[config.mk]
export PLATFORM = sky130hd
export DESIGN_NAME = pluck_debounce
export DESIGN_NICKNAME = d
export VERILOG_FILES = /design/src/source/pluck_debounce.sv
export SDC_FILE = /design/constraint.sdc
export NUM_CORES = 1
export LEC_CHECK = 0
export BUFFER_PORTS_ARGS = -buffer_cell sky130_fd_sc_hd__clkbuf_2
export CAP_MARGIN = 20
export CORE_AREA = 8 8 45 47
export DETAILED_ROUTE_END_ITERATION = 10
export DIE_AREA = 0 0 53 55
export HOLD_SLACK_MARGIN = 0.08
export PLACE_DENSITY_LB_ADDON = 0.05
export SLEW_MARGIN = 30
export SYNTH_ARGS = -nofsm -noshare
export SYNTH_HDL_FRONTEND = slang
export SYNTH_SLANG_ARGS = --single-unit
[constraint.sdc]
create_clock -name a_clk -period 1.3 [get_ports a_clk]
set_input_delay 0.26 -clock a_clk [delete_from_list [all_inputs] [get_ports a_clk]]
set_output_delay 0.26 -clock a_clk [all_outputs]
set_load 0.02 [all_outputs]
[src/source/pluck_debounce.sv]
`timescale 1ns/1ps

module pluck_debounce #(
	parameter int DEB_LEN = 4 // cycles the input must hold
) (
	input logic a_clk,
	input logic reset_n, // sync, active high
	input logic trig, // raw async trigger
	output logic pluck // one cycle per confirmed press
);

	localparam int CNT_W = $clog2(DEB_LEN + 1); // room for DEB_LEN-1 at DEB_LEN=1 too

	logic [1:0] sync_q; // two flop synchronizer
	logic deb_state; // debounced trigger level
	logic [CNT_W-1:0] deb_cnt; // cycles of disagreement
	logic differ; // synced level disagrees with state

	assign differ = sync_q[1] ^ deb_state;

	always_ff @(posedge a_clk)
	begin
		if (reset_n)
		begin
			sync_q <= 2'b00;
			deb_state <= 1'b0;
			deb_cnt <= '0;
			pluck <= 1'b0;
		end
		else
		begin
			sync_q <= {sync_q[0], trig}; // metastability guard
			pluck <= 1'b0; // default low, pulse only
			if (!differ)
			begin
				deb_cnt <= '0; // chatter resets the count
			end
			else if (deb_cnt == CNT_W'(DEB_LEN - 1))
			begin
				deb_cnt <= '0;
				deb_state <= sync_q[1]; // confirmed flip
				pluck <= sync_q[1]; // rising flips only
			end
			else
			begin
				deb_cnt <= deb_cnt + 1'b1;
			end
		end
	end

endmodule
==> out/qor.csv <==
metric,value,unit
status,"finished, final reports clean",
synth warn,0,
Clock Tree Buf Depth,2,
share of layout cells above drive strength 1,30.8,%
Vias/cell,3.57,
antenna cells,0,
Post-synth top cells,"dfxtp_1 (7), ha_1 (2), nor2b_1 (2), nor4_1 (2)",
kind of end point of the critical path,register,
first-pass GRT wire length,683,µm
IO Count,4,
r2r worst-path depth,3,
reg2reg end,deb_cnt[1],
Remaining DRCs,0,
Placer Congestion,0.572,
most common cell in the netlist,dfxtp_1,
Yosys top cell by area,dfxtp_1,
number of hold buffers added after cts,0,
met2 WL,187,µm
multi-input logic area,100,µm²
H-tree levels,1,
syn_area_per_cell,12.8,µm²
post-CTS sizing,0,
Clock Power Share,45.6,%
clock slew at reported path FFs,0.05,ns
pwr dens,1400,mW/mm²
Gate power share,2.7,%
Tmin final,1.12,ns
worst skew pair latency,0.25,ns
WS Path Type,reg2reg,
Post-synth EDFFs,0,
Post-Synthesis Cells,19,
fmax,895,MHz
"FFs w/ async S/R, synth",0,%
R2R Setup Slk,0.18,ns
FF-to-FF Start,deb_cnt[0],
clock sink total,7,
switch share,19.9,%
hold path start,trig,
router iterations before antenna repair,2,
Pleak,0.117,nW
core area,0.00138,mm²
Worst Path Arrival,1.28,ns
crit-path max FO,5,
mapped cell area,244,µm²
Hold/Removal Path Class,in2reg,
drt wl/cell,9.19,µm
hold path cells,2,
metal3 WL,20,µm
full die area,0.00292,mm²
Yosys top cell area share,57.4,%
Num CTS Buffers,3,
IO buf count,3,
DP Wirelength,286,µm
top sig layer,met3,
drt total wl,386,µm
Area Growth Syn to Fin,25.1,%
final hold violations,0,
Most used DFF post-synth,dfxtp_1,
fillcell total,159,
final clock skew,0.00135,ns
fin. max-slew vios,0,
Flop pwr share,51.7,%
effective utilization at floorplan,17.6,%
sequential area share after synthesis,57.4,%
nets,32,
die height,55,µm
crit path launch type,register,
Post-Layout Cell Count,42,
Synth area leaders,"dfxtp_1 (57%), ha_1 (10%), nor4b_2 (6.2%)",
critical path data required time,1.46,ns
antenna violations before repair,0,
post-synthesis net count,24,
Hold Path Sink,sync_q[0],
Setup TNS Final,0,ns
placed cells,38,
vias,150,
RSZ-0062 raised after global routing,no,
Rows,14,
final setup violation count,0,
P_int,0.341,mW
Switch Pwr,0.0849,mW
sequential cell area,140,µm²
"Remaining Overflow, GRT",0,
vias in the first global route,174,
Routed Antenna Nets,0,
clk root buf,clkbuf_4,
DIE WIDTH,53,µm
fin crit share,86.0,%
slew at the pin closest to its max-slew limit,0.318,ns
Total GRT Usage,3.89,%
CTS tree,yes,
pin count of the biggest net entering global routing,8,
Post-CTS Setup Inserts,0,
synth unique cells,10,
worst vdd ir,0.321,mV
WL met1,178,µm
max cap viols,0,
"flops & latches, synth",7,
initial drt markers,4,
Max-slew headroom,78.7,%
## metal layers
layer | global-route usage (%) | vias up
li1 | - | 80
met2 | 4.10 | 3
met5 | 0 | -
met4 | 6.47 | 0
met1 | 3.52 | 67
met3 | 3.21 | 0
## area by class of cell
class                           count  area share (%)
Inverter                            1            1.23
Timing Repair Buffer                3            4.92
Sequential cell                     7            45.9
Tap cell                           16            6.56
Multi-Input combinational cell     11            32.8
Clock buffer                        4            8.61
## state kept, by name (all words and copies together) (netlist names)
name / cells
pluck: 1
deb_cnt: 3
deb_state: 1
sync_q: 2
## layout by cell type, fill, tap and decap left out, drive strengths merged
master,count
mux2i,1
clkbuf,7
dfxtp,7
inv,1
nor4b,1
xnor2,1
nor2b,2
ha,2
and4bb,1
nor2,1
nor4,2
## worst max-delay path by stage
stage                from          to  slack, ns
6_report       deb_cnt[0]  deb_cnt[1]       0.18
5_1_grt        deb_cnt[0]   deb_state        0.1
4_1_cts        deb_cnt[0]  deb_cnt[1]       0.17
3_5_place_dp   deb_cnt[0]   deb_state       0.17
3_3_place_gp   deb_cnt[0]   deb_state       0.18
2_1_floorplan  deb_cnt[0]  deb_cnt[2]       0.25
## power by group through the flow
stage / Combinational (mW) / Sequential, mW / Clock, mW
after floorplan: 0.00513 / 0.224 / 0
after global placement: 0.0113 / 0.225 / 0
after detailed placement: 0.0118 / 0.225 / 0
after CTS: 0.0119 / 0.220 / 0.208
after global routing: 0.0128 / 0.220 / 0.227
final: 0.0116 / 0.220 / 0.194
## through the flow
| stage | hold slack (ns) | instance area, µm² | setup slack, ns | utilization (%) | power, mW |
|---|---|---|---|---|---|
| detailed placement | 0.428 | 279 | 0.170 | 20.2 | 0.237 |
| global placement | 0.428 | 279 | 0.185 | 20.2 | 0.236 |
| global route | 0.217 | 305 | 0.0963 | 22.1 | 0.460 |
| finish | 0.222 | 305 | 0.182 | 22.1 | 0.426 |
| CTS | 0.212 | 305 | 0.173 | 22.1 | 0.440 |
| floorplan | 0.332 | 244 | 0.247 | - | 0.230 |
## critical path, stage by stage, from the launching register on
cell and delay [ns]:
dfxtp_1 0.31, ha_1 0.20, ha_1 0.26, nor4b_2 0.27
## logic make-up after synthesis
logic type	synth area share [%]
xor gates and xnor gates	3.59
adders and majority gates	10.3
buffers and inverters	1.54
DFF	57.4
muxes	4.10
and+or+nand+nor	23.1
Note: power is estimated with default switching activity, not from simulation.
