### src/source/ks_pkg.sv
package ks_pkg;

	// audio word
	localparam int SAMPLE_W = 24; // signed sample width
	localparam int DECAY_W = 12; // decay gain, units of 1/4096
	localparam int VEL_W = 7; // note velocity width
	localparam int LEN_W = 16; // delay length width

	// ticks from ram read to write of the value computed from it
	localparam int LOOP_LAT = 2; // read address runs this far ahead

	// noise source
	localparam logic [23:0] LFSR_SEED = 24'h5a_c3e1; // any nonzero start
	localparam logic [23:0] LFSR_TAPS = 24'he1_0000; // x^24+x^23+x^22+x^17+1

	typedef logic signed [SAMPLE_W-1:0] sample_t; // one audio sample

	// settings of one note
	typedef struct packed {
		logic [DECAY_W-1:0] decay; // loop gain
		logic [VEL_W-1:0] velocity; // attack level
		logic [LEN_W-1:0] delay_length; // pitch period in samples
		logic [1:0] filt_sel; // 0 one tap, 1 two taps, 2/3 four taps
	} voice_ctrl_t; // 37 bits

endpackage

### src/source/noise_excite.sv
`timescale 1ns/1ps

module noise_excite (
	input logic a_clk,
	input logic reset_n, // sync, active high
	input logic sample_tick, // one pulse per sample
	input logic [6:0] velocity, // note velocity 0..127
	output ks_pkg::sample_t excite // scaled noise sample
);
	import ks_pkg::*;

	logic [23:0] lfsr; // galois register
	logic [23:0] lfsr_next; // one step ahead
	logic signed [30:0] scaled; // 24b noise times 8b velocity

	// right shifting galois step
	always_comb
	begin
		if (lfsr[0])
		begin
			lfsr_next = (lfsr >> 1) ^ LFSR_TAPS; // feedback on lsb out
		end
		else
		begin
			lfsr_next = lfsr >> 1;
		end
	end

	// velocity kept positive by the zero pad
	assign scaled = $signed(lfsr) * $signed({1'b0, velocity});

	always_ff @(posedge a_clk)
	begin
		if (reset_n)
		begin
			lfsr <= LFSR_SEED; // never zero
			excite <= '0;
		end
		else if (sample_tick)
		begin
			lfsr <= lfsr_next; // one step per sample
			excite <= scaled[30:7]; // >>> 7 then keep 24 bits
		end
	end

endmodule

### config.mk
export PLATFORM = sky130hd
export DESIGN_NAME = noise_excite
export DESIGN_NICKNAME = d
export VERILOG_FILES = /design/src/source/ks_pkg.sv /design/src/source/noise_excite.sv
export SDC_FILE = /design/constraint.sdc
export NUM_CORES = 1
export LEC_CHECK = 0
export BUFFER_PORTS_ARGS = -buffer_cell sky130_fd_sc_hd__buf_2
export CORE_MARGIN = 4
export CORE_UTILIZATION = 50
export DETAILED_ROUTE_END_ITERATION = 10
export PLACE_DENSITY_LB_ADDON = 0.12
export SYNTH_ARGS = -nofsm -noshare
export SYNTH_HDL_FRONTEND = slang
export SYNTH_SLANG_ARGS = --single-unit
### constraint.sdc
create_clock -name a_clk -period 4.6 [get_ports a_clk]
set_input_delay 0.46 -clock a_clk [delete_from_list [all_inputs] [get_ports a_clk]]
set_output_delay 0.46 -clock a_clk [all_outputs]
set_load 0.05 [all_outputs]
==> results.yml <==
status:
  status: "finished, final reports clean"
setup_path:
  worstReg2RegStart: "lfsr[5]$_SDFFE_PP1P_"
  worst_ep_arrival_time_ps: 4670
  crit_start: "lfsr[5]$_SDFFE_PP1P_"
  endpoint_kind: "flop"
  critical_path_class: "flop to flop"
  path_max_fanout: 7
  critPathRequiredTime_ps: 4790
  startpoint_type: "flop"
sta:
  fin_setup_tns_ps: 0
  finalClockSkew_ps: 6.01
  fin_crit_sh_pct: 97.4
  relSlewSlack_pct: 48.6
  tightest_slew_ps: 771
  drv_slew: 0
  hold_slack_ps: 477
  max_freq_mhz: 223
  hold_viol_final: 0
  setup_violations: 0
  rsz0062_at_grt: "yes"
  layout_min_cycle_time_ps: 4480
die:
  chipWidth_um: 130
  core_um2: 14600
  ioPinCount: 34
  rows: 44
  die_h_um: 130
  fp.dieArea_um2: 17000
  start_util_pct: 51.4
clock_tree:
  cts_max_path_buffers: 2
  htreeDepth: 2
  numCtsBuffers: 5
  cts-hold-fix-buffers: 0
  clk_latency_ps: 300
  cts.sinks: 48
  root_buffer: "clkbuf_16"
  cts.clk_slew.worst_paths_ps: 70
  cts_tree: "built"
synthesis:
  synth-compound-area-share_pct: 8.46
  synth_area_leader_cell: "fa_1"
  ys.flop_type: "dfxtp_1"
  synth_top_family_by_area: "adder cells"
  synth_top_cells_by_area: "fa_1 (33%), dfxtp_1 (13%), and2_1 (11%)"
  synth_top_cell_area_share_pct: 32.8
  ys_seq_area_share_pct: 12.8
  synthTopCellsByCount: "inv_1 (155), and2_1 (130), fa_1 (123)"
  synth_edf_count: 0
  synth_fa_ha_area_share_pct: 42.7
  synth_cell_type_count: 57
  synthSimpleGateAreaFrac_pct: 20.0
  synthArstFlopShare_pct: 0
  yosysWarnings: 0
  synth_nets: 1031
  synth_area_um2: 7500
  netlist_instances: 839
  synth_mux_area_share_pct: 4.27
  synth-xor-area-share_pct: 2.45
  postSynthAreaPerCell_um2: 8.94
  synth.most_common_cell: "inv_1"
  ys_ff_latch: 48
power:
  power_density_nw_per_um2: 562
  power.static_leakage_nw: 4.61
  peakVddDrop_v: 0.000364
  finalPower_mw: 5.14
routing:
  vias_per_cell: 5.18
  wirelength_um: 17600
  dr.pass1.iters: 4
  ant_nets: 0
  drt_iter0_markers: 196
  wl_per_cell_um: 15.4
  remaining_drc_errors: 0
  via_count: 5934
finish:
  final_nets: 1153
  antenna_cells: 0
  drive_above_1_share_pct: 23.1
  areaGrowthSynthToFinish_pct: 21.8
  n_fill_cell: 1238
  fin_cells: 1145
global_route:
  grt-ovfl-total: 0
  grt_pass1_wl_um: 30700
  grt_pass1_vias: 6660
  antenna_found_initial: 0
  grt_usage_pct: 22.4
  grt_max_degree: 50
hold_path:
  hp-class: "flop to flop"
  min_from: "excite[17]$_SDFFE_PP0P_"
place:
  dp.cells: 1135
  port-buffer-count: 33
  routabilityCongestion: 0.874
  hpwl_um: 14100
run:
  maxCapViolCount: 0
-- cells in the final DEF, fill, tap and decap left out, types with 5 or more instances in the layout --
master | synthesis | layout
buf_4 | 0 | 109
and3_1 | 6 | 6
inv_1 | 155 | 150
nor2b_1 | 6 | 6
dfxtp_2 | 0 | 6
o21ai_0 | 15 | 9
dfxtp_1 | 48 | 38
clkbuf_16 | 0 | 5
mux2i_1 | 32 | 32
nor3_1 | 8 | 6
buf_12 | 0 | 5
ha_4 | 0 | 7
o21ai_1 | 2 | 7
a21oi_1 | 28 | 19
a21o_1 | 6 | 6
nand2_1 | 66 | 62
a21oi_2 | 1 | 10
and2_4 | 0 | 5
inv_2 | 0 | 5
xnor2_1 | 17 | 17
and2_2 | 6 | 5
a211oi_1 | 8 | 6
and2_1 | 130 | 126
nor2_1 | 35 | 34
ha_1 | 59 | 52
buf_2 | 0 | 30
fa_1 | 123 | 119
-- layout make-up --
| class | instances | area (um2) | area share (%) |
|---|---|---|---|
| clock inverters | 2 | 60.1 | 0.657 |
| inverters | 156 | 586 | 6.41 |
| clock buffers | 5 | 125 | 1.37 |
| well taps | 184 | 230 | 2.52 |
| multi-input cells | 604 | 6060 | 66.3 |
| flip-flops and latches | 48 | 983 | 10.8 |
| repair buffers | 146 | 1090 | 11.9 |
-- through the flow --
stage	util (%)	area (um2)	setup slack, ps
after floorplan	-	7520	26.5
after global placement	59.5	8680	-325
after detailed placement	59.5	8680	-420
after CTS	61.0	8900	0.772
after global routing	62.6	9140	-40.3
final	62.6	9140	119
-- cells by family (layout without fill, tap and decap cells) --
| group | Yosys count | in the layout |
|---|---|---|
| compound gates | 92 | 92 |
| fa+ha+maj | 182 | 182 |
| mux | 32 | 32 |
| buf+inv | 187 | 309 |
| flops | 48 | 48 |
| simple gates | 277 | 277 |
| xor+xnor | 21 | 21 |
-- flip-flops by register name, indices dropped and copies added (netlist names) --
name,count
excite,24
lfsr,24
-- repair_timing --
item	CTS	global route
gates resized for setup	11	65
pin swaps	4	32
setup buffers	0	3
hold endpoints to repair	0	0
endpoints found under the setup margin	12	15
-- worst max-delay path, stage by stage, from the launching register on --
cell     delay [ps]
dfxtp_4         360
and2_4          140
fa_1            540
inv_1            60
fa_1            490
inv_1            50
fa_1            490
inv_2            40
fa_1            490
inv_2            50
ha_4            260
o21a_1          170
buf_6           120
a41oi_4         130
a21oi_2         210
o21ai_2         110
o21ai_4         280
nor3_2           70
a211o_2         310
-- final timing paths --
| path | end | slack (ps) | depth (start not counted) |
|---|---|---|---|
| min | excite[17]$_SDFFE_PP0P_ | 480 | 2 |
| max | excite[19]$_SDFFE_PP0P_ | 120 | 18 |
| min reg2reg | excite[17]$_SDFFE_PP0P_ | 480 | 2 |
| max reg2reg | excite[19]$_SDFFE_PP0P_ | 120 | 18 |
-- routing by layer --
layer | share of wire (%) | track usage [%] | vias to the layer above
met5 | 0 | 0 | -
met4 | 2.1 | 7.20 | 0
met3 | 2.6 | 2.85 | 28
met2 | 55 | 42.7 | 85
met1 | 40 | 25.9 | 2959
li1 | - | - | 2862
-- report_power, final --
part	switching (mW)	leakage, nW	internal [mW]
registers	0.0545	0.397	0.504
clock network	0.183	0.0899	0.309
logic	2.19	4.13	1.89
Power figures use the tool's default switching activity.
