==> config.mk <==
export PLATFORM = sky130hd
export DESIGN_NAME = loop_filter
export DESIGN_NICKNAME = d
export VERILOG_FILES = /design/src/source/ks_pkg.sv /design/src/source/loop_filter.sv
export SDC_FILE = /design/constraint.sdc
export NUM_CORES = 1
export LEC_CHECK = 0
export BUFFER_PORTS_ARGS = -buffer_cell sky130_fd_sc_hd__buf_2
export CAP_MARGIN = 30
export CORE_MARGIN = 2
export CORE_UTILIZATION = 70
export DETAILED_ROUTE_END_ITERATION = 8
export GPL_ROUTABILITY_DRIVEN = 1
export GPL_TIMING_DRIVEN = 0
export PLACE_DENSITY_LB_ADDON = 0.2
export RECOVER_POWER = 25
export SLEW_MARGIN = 20
export SYNTH_ARGS = -nofsm -noshare
export SYNTH_HDL_FRONTEND = slang
export SYNTH_SLANG_ARGS = --single-unit
==> constraint.sdc <==
create_clock -name a_clk -period 20.3 [get_ports a_clk]
set_input_delay 0 -clock a_clk [delete_from_list [all_inputs] [get_ports a_clk]]
set_output_delay 0 -clock a_clk [all_outputs]
set_load 0.005 [all_outputs]
==> src/source/ks_pkg.sv <==
package ks_pkg;

	// audio word
	localparam int SAMPLE_W = 24; // signed sample width
	localparam int DECAY_W = 12; // decay gain, units of 1/4096
	localparam int VEL_W = 7; // note velocity width
	localparam int LEN_W = 16; // delay length width

	// ticks from ram read to write of the value computed from it
	localparam int LOOP_LAT = 2; // read address runs this far ahead

	// noise source
	localparam logic [23:0] LFSR_SEED = 24'h5a_c3e1; // any nonzero start
	localparam logic [23:0] LFSR_TAPS = 24'he1_0000; // x^24+x^23+x^22+x^17+1

	typedef logic signed [SAMPLE_W-1:0] sample_t; // one audio sample

	// settings of one note
	typedef struct packed {
		logic [DECAY_W-1:0] decay; // loop gain
		logic [VEL_W-1:0] velocity; // attack level
		logic [LEN_W-1:0] delay_length; // pitch period in samples
		logic [1:0] filt_sel; // 0 one tap, 1 two taps, 2/3 four taps
	} voice_ctrl_t; // 37 bits

endpackage

==> src/source/loop_filter.sv <==
`timescale 1ns/1ps

module loop_filter (
	input logic a_clk,
	input logic reset_n, // sync, active high
	input logic tap_strobe, // new tap from delay ram
	input ks_pkg::sample_t tap_sample, // read-ahead tap
	input logic [11:0] decay, // gain in 1/4096
	input logic [1:0] filt_sel, // averaging depth
	output ks_pkg::sample_t fb_sample // back into the delay line
);
	import ks_pkg::*;

	sample_t hist [0:3]; // hist[0] newest
	logic signed [SAMPLE_W:0] sum2; // two newest taps
	logic signed [SAMPLE_W+1:0] sum4; // all four taps
	sample_t avg; // selected low pass output
	logic signed [36:0] prod; // avg times decay

	assign sum2 = hist[0] + hist[1]; // sign extended to 25 bits
	assign sum4 = sum2 + hist[2] + hist[3];

	// averaging depth sets how dark the tone gets
	always_comb
	begin
		case (filt_sel)
			2'd0: avg = hist[0]; // no smoothing
			2'd1: avg = sum2[SAMPLE_W:1]; // /2
			default: avg = sum4[SAMPLE_W+1:2]; // /4
		endcase
	end

	assign prod = avg * $signed({1'b0, decay}); // decay always positive

	// fb uses history before this shift, so two ticks of loop latency
	always_ff @(posedge a_clk)
	begin
		if (reset_n)
		begin
			hist <= '{default: '0};
			fb_sample <= '0;
		end
		else if (tap_strobe)
		begin
			hist[0] <= tap_sample;
			hist[1] <= hist[0];
			hist[2] <= hist[1];
			hist[3] <= hist[2];
			fb_sample <= prod[35:12]; // back to sample scale
		end
	end

endmodule

==> results of run 1 <==
power by group through the flow:
stage	logic (mW)	registers, mW	clock network (mW)
after floorplan	1.55	0.279	0
after global placement	2.01	0.281	0
after detailed placement	2.07	0.282	0
after CTS	2.11	0.277	0.333
after global routing	2.38	0.279	0.344
final	2.14	0.278	0.335
repair_timing:
item                      in CTS  in global routing
hold endpoints to repair      25                  0
hold buffers                  25                  0
resized for setup              0                  0
worst max-delay path: cells and delay by family, from the launching register on:
family          cells  cell delay (ns)
mux                 1             0.14
compound gates     18             4.21
flops               1             0.43
buf+inv             5             1.00
fa+ha+maj           9             4.02
simple gates        4             0.94
xor+xnor            2             0.27
final cells by class:
cell class / count / area (sq um) / share of cell area
tap: 330 / 413 / 0.0213
timing repair buffer: 88 / 549 / 0.0283
inverter: 417 / 1570 / 0.0807
buffer: 94 / 363 / 0.0187
multi-input combinational: 1445 / 13500 / 0.695
sequential: 120 / 2400 / 0.124
clock inverter: 12 / 188 / 0.00967
clock buffer: 20 / 447 / 0.0230
Yosys cell counts (all sizes together), types with 16 or more instances:
cell type and number:
inv 417, fa 279, nand2 191, nor2 149, and2 132, ha 126
dfxtp 120, mux2i 113, clkbuf 80, a21oi 73, o21ai 54, xnor2 40
a21o 31, xor2 30, nand3 28, nor3 17, a31oi 16, nand2b 16
nor2b 16
logic make-up after synthesis:
group	after synthesis	synth area share
AOI/OAI and AO/OA	258	0.0938
xor gates and xnor gates	70	0.0344
adders and majority gates	405	0.402
buffers and inverters	511	0.108
DFF	120	0.135
muxes	115	0.0648
and+or+nand+nor	597	0.161
state kept, by name, indices dropped and copies added, names as in the netlist:
name       cells
fb_sample     24
hist          96
per-layer routing:
metal,vias up,part of all wire
met5,-,0
met4,0,0.051
met3,196,0.097
met2,716,0.46
met1,7302,0.39
li1,6702,-
final timing paths:
path,endpoint,slack (ns),cells after the start
min,fb_sample[17]$_SDFFE_PP0P_,0.18,3
max,fb_sample[23]$_SDFFE_PP0P_,9.19,39
min reg2reg,fb_sample[10]$_SDFFE_PP0P_,0.47,2
max reg2reg,fb_sample[23]$_SDFFE_PP0P_,9.19,39
==> results.py, run 1 <==
metrics = {
    "synthesis": {
        "synth_area_sq_um": 17800,
        "synth_top_cell_by_area": "fa_1",
        "synth-edff-count": 0,
        "async_flop_share": 0,
        "ys_seq_area_frac": 0.135,
        "ys.flop_type": "dfxtp_1",
        "synth.area.top_cells": "fa_1, dfxtp_1, ha_1",
        "avgSynthCellArea_sq_um": 8.58,
        "synth_cell_types": 67,
        "ys_warn_count": 0,
        "synth_nets": 2522,
        "syn_inst": 2076,
        "synth_seq_cells": 120,
        "synth_top_area_share": 0.314,
    },
    "setup_path": {
        "crit_path_frequent_cell": "fa_1",
        "cp-startpoint": "hist[73]$_SDFFE_PP0P_",
        "r2r-start": "hist[73]$_SDFFE_PP0P_",
        "cp-end-kind": "flip-flop",
        "critical-path-slowest-cell": "fa_1",
        "path_class": "flip-flop to flip-flop",
        "crit_path_start_kind": "flip-flop",
        "crit_required_ns": 20.64,
        "crit_path_max_fanout": 10,
        "cpPeakStageDelay_ns": 0.67,
        "cp_data_arrival_time_ns": 11.45,
    },
    "power": {
        "peakVddDrop_uv": 272,
        "power_leakage_nw": 9.69,
        "p_comb_frac": 0.777,
        "power_switching_mw": 1.41,
        "p_per_area_nw_per_um2": 142,
        "pwr-share-clk": 0.122,
        "pwr-share-seq": 0.101,
        "p_int_mw": 1.35,
        "p_sw_frac": 0.511,
        "finalPower_mw": 2.75,
    },
    "min_path": {
        "min_from": "reset_n",
        "hold_path.class": "primary input to flip-flop",
    },
    "drt": {
        "drt_first_pass_iters": 5,
        "dr_total_vias": 14916,
        "routed_wl_um": 49000,
        "wl_per_cell_um": 19.4,
        "detail_route.iter0.violations": 1165,
        "vias_per_cell": 5.90,
        "drc": 0,
        "antenna_left": 0,
    },
    "global_route": {
        "grt_max_degree": 17,
        "grt_pass1_wl_um": 78200,
        "grt_use_met3": 0.0889,
        "met1_usage": 0.487,
        "grt_overflow": 0,
        "grtUsageMet2": 0.621,
        "grt_pass1_vias": 15733,
        "antenna_found_initial": 0,
        "grt_usage": 0.383,
        "top_usage_layer": "met2",
    },
    "placed_design": {
        "placed_cells": 2469,
        "place_hpwl_um": 39100,
        "dpl_cell_area_sq_um": 18500,
        "routabilityCongestion": 0.999,
        "portBuffers": 61,
        "post-place-ws_ns": 9.46,
    },
    "die": {
        "num_io_pins": 65,
        "die_h_um": 163,
        "core_area_sq_um": 25100,
        "die_w_um": 163,
        "fp-row-count": 58,
        "floorplan.initialDensity": 0.709,
        "fp.dieArea_sq_um": 26700,
    },
    "sta": {
        "slew_violations": 0,
        "hold_slack_ns": 0.177,
        "setup_slack_ns": 9.19,
        "worstMarginPinSlew_ns": 1.01,
        "fin_crit_sh": 0.547,
        "fmax_mhz": 90.0,
        "finalClockSkew_ns": 0.0199,
        "fin_tns_setup_ns": 0,
        "finalCriticalPeriod_ns": 11.11,
        "rsz0062_at_grt": "no",
        "max_slew_margin": 0.326,
        "setup_viol": 0,
        "hold_viol": 0,
    },
    "cells_and_area": {
        "finalInstanceArea_sq_um": 19400,
        "post-route-util": 0.773,
        "areaGrowthSynthToFinish_pct": 8.97,
        "drive_gt1_frac": 0.0460,
        "final_cells": 2526,
        "fillers": 1823,
        "layout_commonest_cell": "inv_1",
        "antenna_cells": 0,
        "final_cell_mix": "inv_1, fa_1, nand2_1",
        "fin_nets": 2629,
    },
    "clock_network": {
        "worst_skew_pair.late_latency_ns": 0.44,
        "cts_max_path_buffers": 2,
        "post_cts_buffers": 0,
        "cts-root-buf": "clkbuf_16",
        "cts_htree_levels": 4,
        "cts_buffers": 17,
        "cts_tree": "yes",
        "clk_pin_slew_ns": 0.06,
        "cts.sinks": 120,
    },
    "run_status": {
        "run_status": "finished clean",
    },
    "flow_run": {
        "cap_violations": 0,
    },
}
No activity file was read; power rests on OpenSTA's default activity.
==> run 2: changes to the inputs <==
--- a/config.mk
+++ b/config.mk
@@ -8,7 +8,7 @@
 export BUFFER_PORTS_ARGS = -buffer_cell sky130_fd_sc_hd__buf_2
 export CAP_MARGIN = 30
 export CORE_MARGIN = 2
-export CORE_UTILIZATION = 70
+export CORE_UTILIZATION = 65
 export DETAILED_ROUTE_END_ITERATION = 8
 export GPL_ROUTABILITY_DRIVEN = 1
 export GPL_TIMING_DRIVEN = 0
==> constraint.sdc (replaced) <==
create_clock -name a_clk -period 10.3 [get_ports a_clk]
set_input_delay 0 -clock a_clk [delete_from_list [all_inputs] [get_ports a_clk]]
set_output_delay 0 -clock a_clk [all_outputs]
set_load 0.005 [all_outputs]
==> run 2 against run 1 <==
Global-route usage fell by 3.0 points. Critical endpoint unchanged. Sequential share of layout area fell by 0.17 points. Setup slack lost 8.9 ns. Highest routed layer unchanged.
==> results.py, run 2 (synthesized netlist as in run 1, its figures left out) <==
metrics = {
    "min_path": {
        "hold_path.class": "primary input to flip-flop",
    },
    "setup_path": {
        "reg2reg_depth": 39,
        "cp_data_arrival_time_ns": 10.35,
        "crit_path_start_kind": "flip-flop",
        "r2r-start": "hist[73]$_SDFFE_PP0P_",
        "cp-startpoint": "hist[73]$_SDFFE_PP0P_",
        "crit_required_ns": 10.63,
        "path_class": "flip-flop to flip-flop",
        "cpPeakStageDelay_ns": 0.61,
        "cp-end-kind": "flip-flop",
        "critical-path-slowest-cell": "fa_2",
        "crit_path_max_fanout": 7,
        "endpoint": "fb_sample[23]$_SDFFE_PP0P_",
        "timing.rr.end": "fb_sample[23]$_SDFFE_PP0P_",
        "r2r_slack_ns": 0.28,
    },
    "sta": {
        "worstMarginPinSlew_ns": 1.02,
        "fin_crit_sh": 0.973,
        "hold_viol": 0,
        "finalCriticalPeriod_ns": 10.02,
        "fin_tns_setup_ns": 0,
        "slew_violations": 0,
        "setup_slack_ns": 0.278,
        "setup_viol": 0,
        "max_slew_margin": 0.322,
        "fmax_mhz": 99.8,
        "finalClockSkew_ns": 0.0172,
    },
    "global_route": {
        "grt_max_degree": 17,
        "grt_pass1_vias": 15092,
        "grt_pass1_wl_um": 77700,
        "grt_usage": 0.353,
        "antenna_found_initial": 1,
        "grt_overflow": 0,
    },
    "clock_network": {
        "cts_tree": "yes",
        "clk_pin_slew_ns": 0.06,
        "worst_skew_pair.late_latency_ns": 0.43,
        "cts_htree_levels": 4,
        "cts_max_path_buffers": 2,
        "cts.sinks": 120,
        "cts_buffers": 17,
        "cts-root-buf": "clkbuf_16",
    },
    "cells_and_area": {
        "top_register": "hist",
        "fillers": 2060,
        "layout_commonest_cell": "inv_1",
        "register_area_sq_um": 2410,
        "areaGrowthSynthToFinish_pct": 10.7,
        "multi_input_area_sq_um": 13700,
        "antenna_cells": 0,
        "top_regs": "hist x96, fb_sample x24",
        "largest_reg_flops": 96,
        "final_cell_mix": "inv_1, fa_1, nand2_1",
        "drive_gt1_frac": 0.0745,
        "final_cells": 2555,
        "fin_nets": 2647,
    },
    "placed_design": {
        "routabilityCongestion": 1.00,
        "portBuffers": 61,
        "place_hpwl_um": 38900,
        "placed_cells": 2479,
        "post-place-ws_ns": -0.815,
    },
    "run_status": {
        "run_status": "finished clean",
    },
    "drt": {
        "drt_first_pass_iters": 8,
        "vias_per_cell": 5.83,
        "dr_total_vias": 14895,
        "antenna_left": 0,
        "detail_route.iter0.violations": 1274,
        "drc": 0,
        "routed_wl_um": 49400,
        "wl_per_cell_um": 19.4,
    },
    "die": {
        "fp.dieArea_sq_um": 28700,
        "die_w_um": 170,
        "die_h_um": 170,
        "core_area_sq_um": 27000,
        "num_io_pins": 65,
        "floorplan.initialDensity": 0.661,
        "fp-row-count": 60,
    },
    "power": {
        "power_leakage_nw": 9.80,
        "peakVddDrop_uv": 425,
        "p_per_area_nw_per_um2": 275,
        "finalPower_mw": 5.42,
    },
    "flow_run": {
        "cap_violations": 0,
    },
}
==> run 2: changes by cell type in the layout (fill, tap and decap cells not counted), moves of 3 or more <==
cell	before	now
fa_2	0	5
ha_1	126	122
a21oi_1	73	65
buf_4	0	18
fa_1	279	274
o21ai_0	53	49
clkbuf_1	96	84
a21oi_2	0	6
clkbuf_2	0	8
clkinv_4	1	5
bufinv_16	4	1
==> run 2: worst min-delay path by stage <==
stage                        start                         end  slack, ns  depth (start not counted)
floorplan            tap_sample[8]       hist[80]$_SDFFE_PP0P_       0.15                          2
CTS                        reset_n  fb_sample[17]$_SDFFE_PP0P_       0.17                          3
detailed placement  tap_sample[18]       hist[90]$_SDFFE_PP0P_       0.24                          3
global route               reset_n  fb_sample[17]$_SDFFE_PP0P_       0.23                          3
finish                     reset_n  fb_sample[17]$_SDFFE_PP0P_       0.18                          3
global placement     tap_sample[9]       hist[81]$_SDFFE_PP0P_       0.23                          3
==> run 2: metal layers <==
layer  routed length (um)  vias to the layer above  share of wire  track usage
met1                19600                     7324           0.40        0.451
met2                23200                      668           0.47        0.587
met5                    0                        -              0            0
met3                 4820                      156          0.097       0.0872
met4                 1800                        0          0.036        0.124
li1                     -                     6747              -            -
==> run 2: critical path: cells and delay by family, from the launching register on <==
| kind | cells | cell delay [ns] |
|---|---|---|
| AO/OA/AOI/OAI | 18 | 3.67 |
| XOR/XNOR | 2 | 0.28 |
| adder cells (fa/ha/maj) | 9 | 3.96 |
| buffers and inverters | 5 | 0.56 |
| flip-flops | 1 | 0.37 |
| multiplexers | 1 | 0.16 |
| AND/OR/NAND/NOR | 4 | 0.88 |
==> run 2: metrics by stage <==
stage | hold WS, ns | area (sq um) | util
after floorplan | 0.147 | 17800 | -
after global placement | 0.233 | 18500 | 0.688
after detailed placement | 0.241 | 18600 | 0.688
after CTS | 0.169 | 19400 | 0.721
after global routing | 0.231 | 19700 | 0.731
final | 0.180 | 19700 | 0.731
==> run 2: timing repair <==
action / 4_1_cts / 5_1_grt
pin swaps: 2 / 17
hold buffers: 25 / 0
gates resized for setup: 25 / 53
endpoints found under the setup margin: 15 / 16
endpoints found under the hold margin: 25 / 0
setup buffers: 1 / 17
==> run 2: layout make-up <==
class | count | area share
Clock inverter | 13 | 0.00628
Sequential cell | 120 | 0.122
Timing Repair Buffer | 106 | 0.0354
Tap cell | 341 | 0.0216
Inverter | 417 | 0.0797
Clock buffer | 19 | 0.0220
Multi-Input combinational cell | 1445 | 0.693
Buffer | 94 | 0.0199
==> run 2: report_power, final <==
group | internal, mW | switching (mW)
logic | 1.77 | 2.52
clock network | 0.334 | 0.245
registers | 0.517 | 0.0294
